## src/common/clique_pkg.sv

```systemverilog
package clique_pkg;

	localparam int MAX_VERTS = 32;
	localparam int VERT_BITS = 5;
	localparam int SIZE_BITS = 6;
	localparam int NUM_ENGINES = 2;
	localparam int ENG_BITS = 1;

	typedef struct packed {
		logic [VERT_BITS-1:0] vertex;
		logic [MAX_VERTS-1:0] data;
	} row_write_t;

	typedef struct packed {
		logic [SIZE_BITS-1:0] size;
		logic [VERT_BITS-1:0] root;
		logic [MAX_VERTS-1:0] members;
	} clique_report_t;

	typedef struct packed {
		logic [ENG_BITS-1:0] eng;
		logic [MAX_VERTS-1:0] row;
	} row_resp_t;

	typedef enum logic [2:0] {
		E_IDLE,
		E_FETCH_ROOT,
		E_EXPAND,
		E_FETCH_ROW,
		E_REPORT,
		E_POP
	} engine_state_e;

	typedef enum logic [1:0] {
		D_IDLE,
		D_RUN,
		D_FINISH
	} dispatch_state_e;

	// Index of the lowest set bit, zero for an empty mask.
	function automatic logic [VERT_BITS-1:0] first_set(input logic [MAX_VERTS-1:0] mask);
		logic [VERT_BITS-1:0] idx;
		idx = '0;
		for (int i = MAX_VERTS - 1; i >= 0; i--) begin
			if (mask[i]) begin
				idx = VERT_BITS'(i);
			end
		end
		return idx;
	endfunction

endpackage

```

## src/logic/root_dispatcher.sv

```systemverilog
`timescale 1ns/1ps

module root_dispatcher (
	input  logic                               i_clk,
	input  logic                               i_reset,
	input  logic                               i_go,
	input  logic [clique_pkg::SIZE_BITS-1:0]   i_n_vertices,
	input  logic [clique_pkg::SIZE_BITS-1:0]   i_init_maxsize,
	input  logic [clique_pkg::NUM_ENGINES-1:0] i_engine_idle,
	input  logic [clique_pkg::NUM_ENGINES-1:0] i_report_stb,
	input  clique_pkg::clique_report_t         i_report [clique_pkg::NUM_ENGINES],
	output logic [clique_pkg::NUM_ENGINES-1:0] o_start_stb,
	output logic [clique_pkg::VERT_BITS-1:0]   o_root,
	output logic [clique_pkg::SIZE_BITS-1:0]   o_n_vertices,
	output logic [clique_pkg::SIZE_BITS-1:0]   o_best_size,
	output logic                               o_clq_valid,
	output clique_pkg::clique_report_t         o_clq,
	output logic                               o_done,
	output logic                               o_busy,
	output logic                               o_write_enable
);
	import clique_pkg::*;

	dispatch_state_e state;
	logic [SIZE_BITS-1:0] next_root;
	logic [SIZE_BITS-1:0] best;

	logic [NUM_ENGINES-1:0] pend_valid;
	clique_report_t pend_report [NUM_ENGINES];
	logic [NUM_ENGINES-1:0] cand_valid;
	clique_report_t cand_report [NUM_ENGINES];

	logic [ENG_BITS-1:0] win;
	logic [NUM_ENGINES-1:0] free_eng;
	logic [ENG_BITS-1:0] free_sel;
	logic do_start;
	logic all_quiet;

	// A report that lost arbitration last cycle is checked again.
	always_comb begin
		for (int e = 0; e < NUM_ENGINES; e++) begin
			cand_valid[e] = pend_valid[e] | i_report_stb[e];
			cand_report[e] = pend_valid[e] ? pend_report[e] : i_report[e];
		end
	end

	assign win = ENG_BITS'(first_set(MAX_VERTS'(cand_valid)));
	assign free_eng = i_engine_idle & ~o_start_stb; // A just-started engine still looks idle.
	assign free_sel = ENG_BITS'(first_set(MAX_VERTS'(free_eng)));
	assign do_start = (state == D_RUN) && (next_root < o_n_vertices) && (free_eng != '0);
	assign all_quiet = (next_root >= o_n_vertices) && (o_start_stb == '0) &&
		(&i_engine_idle) && (cand_valid == '0);

	assign o_best_size = best;
	assign o_done = (state == D_FINISH);
	assign o_busy = (state == D_RUN);
	assign o_write_enable = (state == D_IDLE);

	always_ff @(posedge i_clk or posedge i_reset) begin
		if (i_reset) begin
			state <= D_IDLE;
			next_root <= '0;
			best <= '0;
			pend_valid <= '0;
			o_start_stb <= '0;
			o_clq_valid <= 1'b0;
		end else begin
			o_start_stb <= '0;
			o_clq_valid <= 1'b0;
			for (int e = 0; e < NUM_ENGINES; e++) begin
				pend_valid[e] <= cand_valid[e] && (ENG_BITS'(e) != win);
			end
			if (cand_valid != '0 && cand_report[win].size > best) begin
				o_clq_valid <= 1'b1;
				best <= cand_report[win].size;
			end
			if (do_start) begin
				o_start_stb[free_sel] <= 1'b1;
				next_root <= next_root + 1'b1;
			end
			case (state)
				D_IDLE: begin
					if (i_go) begin
						best <= i_init_maxsize;
						next_root <= '0;
						state <= D_RUN;
					end
				end
				D_RUN: begin
					if (all_quiet) begin
						state <= D_FINISH;
					end
				end
				default: begin
					state <= D_IDLE;
				end
			endcase
		end
	end

	always_ff @(posedge i_clk) begin
		o_clq <= cand_report[win];
		for (int e = 0; e < NUM_ENGINES; e++) begin
			pend_report[e] <= cand_report[e];
		end
		if (do_start) begin
			o_root <= next_root[VERT_BITS-1:0];
		end
		if (state == D_IDLE && i_go) begin
			o_n_vertices <= i_n_vertices;
		end
	end

endmodule

```

## config.mk

```make
export PLATFORM = sky130hd
export DESIGN_NAME = root_dispatcher
export DESIGN_NICKNAME = d
export VERILOG_FILES = /design/src/common/clique_pkg.sv /design/src/logic/root_dispatcher.sv
export SDC_FILE = /design/constraint.sdc
export NUM_CORES = 1
export LEC_CHECK = 0
export ABC_AREA = 1
export BUFFER_PORTS_ARGS = -buffer_cell sky130_fd_sc_hd__clkbuf_2
export CORE_UTILIZATION = 50
export CTS_BUF_LIST = sky130_fd_sc_hd__clkbuf_4 sky130_fd_sc_hd__clkbuf_8
export DETAILED_ROUTE_END_ITERATION = 10
export PLACE_DENSITY_LB_ADDON = 0.05
export SYNTH_ARGS = -nofsm -noshare
export SYNTH_HDL_FRONTEND = slang
export SYNTH_SLANG_ARGS = --single-unit
```

## constraint.sdc

```tcl
create_clock -name i_clk -period 5.5 [get_ports i_clk]
set_input_delay 0 -clock i_clk [delete_from_list [all_inputs] [get_ports i_clk]]
set_output_delay 0 -clock i_clk [all_outputs]
set_load 0.05 [all_outputs]
```

==> results.txt <==
Counting instances, the worst hold path has a depth of 6. The share of synthesized area in the top cell type comes to roughly 44%. The worst endpoint required time is just under 6 ns. Of the total power, registers draw 44.3%. The category of the most critical setup path is register to register. The total power divided by cell area came out at 409 mW/mm2. The min-delay analysis places its worst path in the category primary input to register.

The most frequently used flop master after synthesis is dfxtp_1. For this configuration, the core starts out at a cell density of 51.4%. For this run, the number of Yosys warnings is 0. The worst endpoint data arrival time came out at approximately 3.8 ns. The final critical-path required period is roughly 3.4 ns. The switching power as a share of total power came out at about two fifths.

The top-level I/O count is roughly 170. For this run, design rule violations remaining after detail routing come to 0. The count of flip-flops with a built-in enable after synthesis came out at 11.

Buffers inserted during clock tree synthesis total 17. The placer's final routability congestion estimate came out at slightly below 0.9. Across the run, the number of max-cap violations was 0. The final hold violation count came out at 0.

The number of unique standard cell types used by synthesis is 26. The root buffer selected by CTS is clkbuf_8. On the critical path, the stage with the largest delay is an instance of dfrtp_2. The run finished with clean final reports.

Counting flops and latches in the post-synthesis netlist gives between 150 and 200. The first global-routing pass estimated approximately 23,000 um of wire. The internal power component came out at about 2100 uW. The number of sinks driven by the clock tree came out at approximately 160. The area growth from synthesis to layout is 39.4%. The share of layout cells above drive strength 1 is approximately 22%. The minimum setup slack among reg-to-reg paths came out at between 2 and 2.5 ns. The mean area per synthesized cell came out at roughly 8.3 um2.

Sorting the synthesized cells by area gives the leading types as dfxtp_1 (44%), nand2_1 (20%), dfrtp_1 (8.1%), edfxtp_1 (5.6%), a31oi_1 (3.9%). Setup repair after global routing left no endpoint under its margin. The tightest slew margin relative to the limit came out at roughly a third. The initial antenna violation count is 0.

The cell that appears most often on the critical path is nand2_1. The placeable core region came out at approximately 0.011 mm2. The worst stage delay on the critical path is 0.93 ns. The layout has between 900 and 1,000 filler cells.

The worst hold slack across all endpoints is 0.0818 ns. Detailed placement finished with a half-perimeter wire length of roughly 8900 um. Combinational logic burns 32.1% of the power. The count of mapped cells out of synthesis is approximately 710. The pin count of the biggest net entering global routing came out at 75. The kind of end point of the critical path is a register.

The actual transition at the worst max-transition pin came out at 0.989 ns. After synthesis, flip-flops and latches occupy 57.7% of the total area. In this run the vertical extent of the chip is about 110 um. Input and output buffers added on the ports amount to between 150 and 200. The worst-path maximum fanout came out at 46. The total global routing overflow came out at 0. The startpoint identified for the worst register-to-register timing path is pend_valid[1]$_DFF_PP0_. Setup violations remaining at the end of the flow were counted as 0. The synthesized cell area came out at 0.00587 mm2. The clock network latency to the later pin of the worst-skew pair is 0.44 ns.

The clock passes through at most 2 buffers. After the first detailed-routing iteration, the DRC count stood at approximately 180. The buffer count from post-CTS setup fixing is 0. The die footprint came out at ~0.012 mm2. The mean number of vias per cell is ~4.7. Clock-pin slew was measured on the worst setup and hold paths at ~0.080 ns. The count of final max-slew check failures is 0. After routing, the total negative slack on setup checks comes to 0 ns. The reported leakage power is roughly 0.0043 uW. The critical path goes through inv_2 -> nand2_1 -> nand2_1 -> o21ai_2 -> inv_1 -> ha_1 -> nand2_1 -> nor2_1 -> o21ai_0 -> nand3_1 -> nand2_1 -> nand2_1 -> nand3_1 -> nand2_1. The final route contains 5,368 vias. Wires add up to between 10,000 and 15,000 um. STA classifies the critical path startpoint as a register. The via count of the first global-routing pass is ~5,000.

Across every metal layer, demand over resource in global routing totals about a quarter. The achievable frequency is slightly below 300 MHz. The total net switching power is 1280 uW.

The worst hold path begins at i_report_stb[1]. The pre-antenna-repair detailed-routing pass consisted of 5 iterations. The antenna violation net count after detailed routing is 0. The endpoint identified for the worst register-to-register timing path is o_best_size[3]$_DFF_PP0_.

The initialized floorplan defines 39 standard-cell rows. TritonCTS built the clock tree. The wire length per cell after detailed routing is 12.7 um. The clock network is responsible for approximately a quarter of the overall power. The final-stage net count came out at about 1,100. When the netlist entered floorplanning its net count stood at between 800 and 900.

The die is between 100 and 150 um wide. For hold timing, the worst endpoint is state[1]$_DFFE_PP0P_. The fraction of registers with async set/reset is a little under an eighth. The CTS H-tree depth is 4.

The depth of the most critical reg-to-reg path is 14. The final standard cell utilization of the core is 71.7%. The clock arrives with ~0.0066 ns of skew.

The final worst-path cycle share is 61.4%. The worst-case IR drop observed on VDD is ~0.3 mV. The synthesized design spends more area on one cell type than any other, namely dfxtp_1. The number of inserted diodes is 0.
[worst max-delay path: cells and delay by family (launching register included)]
family / cells / cell delay [ns]
adders and majority gates: 1 / 0.30
and+or+nand+nor: 9 / 1.15
DFF: 1 / 0.93
buffers and inverters: 2 / 0.63
AOI/OAI and AO/OA: 2 / 0.28
[synth_stat cells, drive strengths merged, types with 11 or more instances]
library cell	instances
nand2	307
dfxtp	129
inv	57
nor2	57
a31oi	37
buf	27
dfrtp	19
nand3	17
o21ai	16
ha	13
edfxtp	11
[through the flow]
step	total power, uW	setup WS, ns	instances	cell area, um2
3_3_place_gp	2480	2.25	992	6710
6_report	3350	2.13	1135	8190
2_1_floorplan	2270	3.32	705	5870
5_1_grt	3550	1.73	1135	8190
4_1_cts	3360	2.15	1135	8190
3_5_place_dp	2510	2.20	992	6710
[per-layer routing]
metal	vias up	global-route usage (%)	part of all wire, %
met5	-	0	0
met4	0	10.5	2.0
met3	23	5.41	4.1
met2	149	44.1	50
met1	2436	28.4	44
li1	2760	-	-
[logic make-up (layout without fill, tap and decap cells)]
kind of cell,after synthesis,in the layout,synth area share [%]
AOI/OAI and AO/OA,58,58,6.29
xor gates and xnor gates,1,1,0.149
adders and majority gates,13,13,2.77
buffers and inverters,84,371,7.01
DFF,159,159,57.7
other,1,1,0.0639
and+or+nand+nor,389,389,26.0
[flip-flops by register name (all words and copies together), names as in the netlist]
name / cells
pend_report: 86
o_clq: 43
next_root: 6
o_best_size: 6
o_n_vertices: 6
o_root: 5
o_start_stb: 2
pend_valid: 2
state: 2
o_clq_valid: 1
[repair_timing]
item                      CTS  global route
hold buffers              111             0
resized for setup           0             0
hold endpoints to repair  173             0
[area by class of cell]
class | count | area, um2 | area share [%]
sequential | 159 | 3390 | 41.4
multi-input combinational | 462 | 2070 | 25.3
timing repair buffer | 282 | 1970 | 24.1
clock buffer | 18 | 248 | 3.03
inverter | 57 | 214 | 2.61
tap | 143 | 179 | 2.19
clock inverter | 14 | 114 | 1.39
[power by group through the flow]
stage               clock network, uW  registers [uW]  logic [uW]
detailed placement                  0            1510        1000
global route                      857            1500        1190
CTS                               808            1480        1070
global placement                    0            1500         977
floorplan                           0            1820         441
finish                            791            1480        1080
[cell usage in the layout, fill, tap and decap left out, drive strengths merged, types with 11 or more instances in the layout]
cell         synthesis  final
dlygate4sd3          0    111
dfrtp               19     19
edfxtp              11     11
nand3               17     17
o21ai               16     16
nor2                57     57
a31oi               37     37
ha                  13     13
clkbuf               0    188
dfxtp              129    129
nand2              307    307
inv                 57     62
[how the worst max path moves through the flow]
stage	start	slack (ns)	end	cells after the start
global route	pend_valid[1]$_DFF_PP0_	1.73	o_best_size[2]$_DFF_PP0_	14
CTS	pend_valid[1]$_DFF_PP0_	2.15	o_best_size[0]$_DFF_PP0_	14
finish	pend_valid[1]$_DFF_PP0_	2.13	o_best_size[3]$_DFF_PP0_	14
floorplan	pend_valid[1]$_DFF_PP0_	3.32	o_best_size[0]$_DFF_PP0_	15
detailed placement	pend_valid[1]$_DFF_PP0_	2.20	o_best_size[3]$_DFF_PP0_	14
global placement	pend_valid[1]$_DFF_PP0_	2.25	o_best_size[2]$_DFF_PP0_	14
Note: power is estimated with default switching activity, not from simulation.
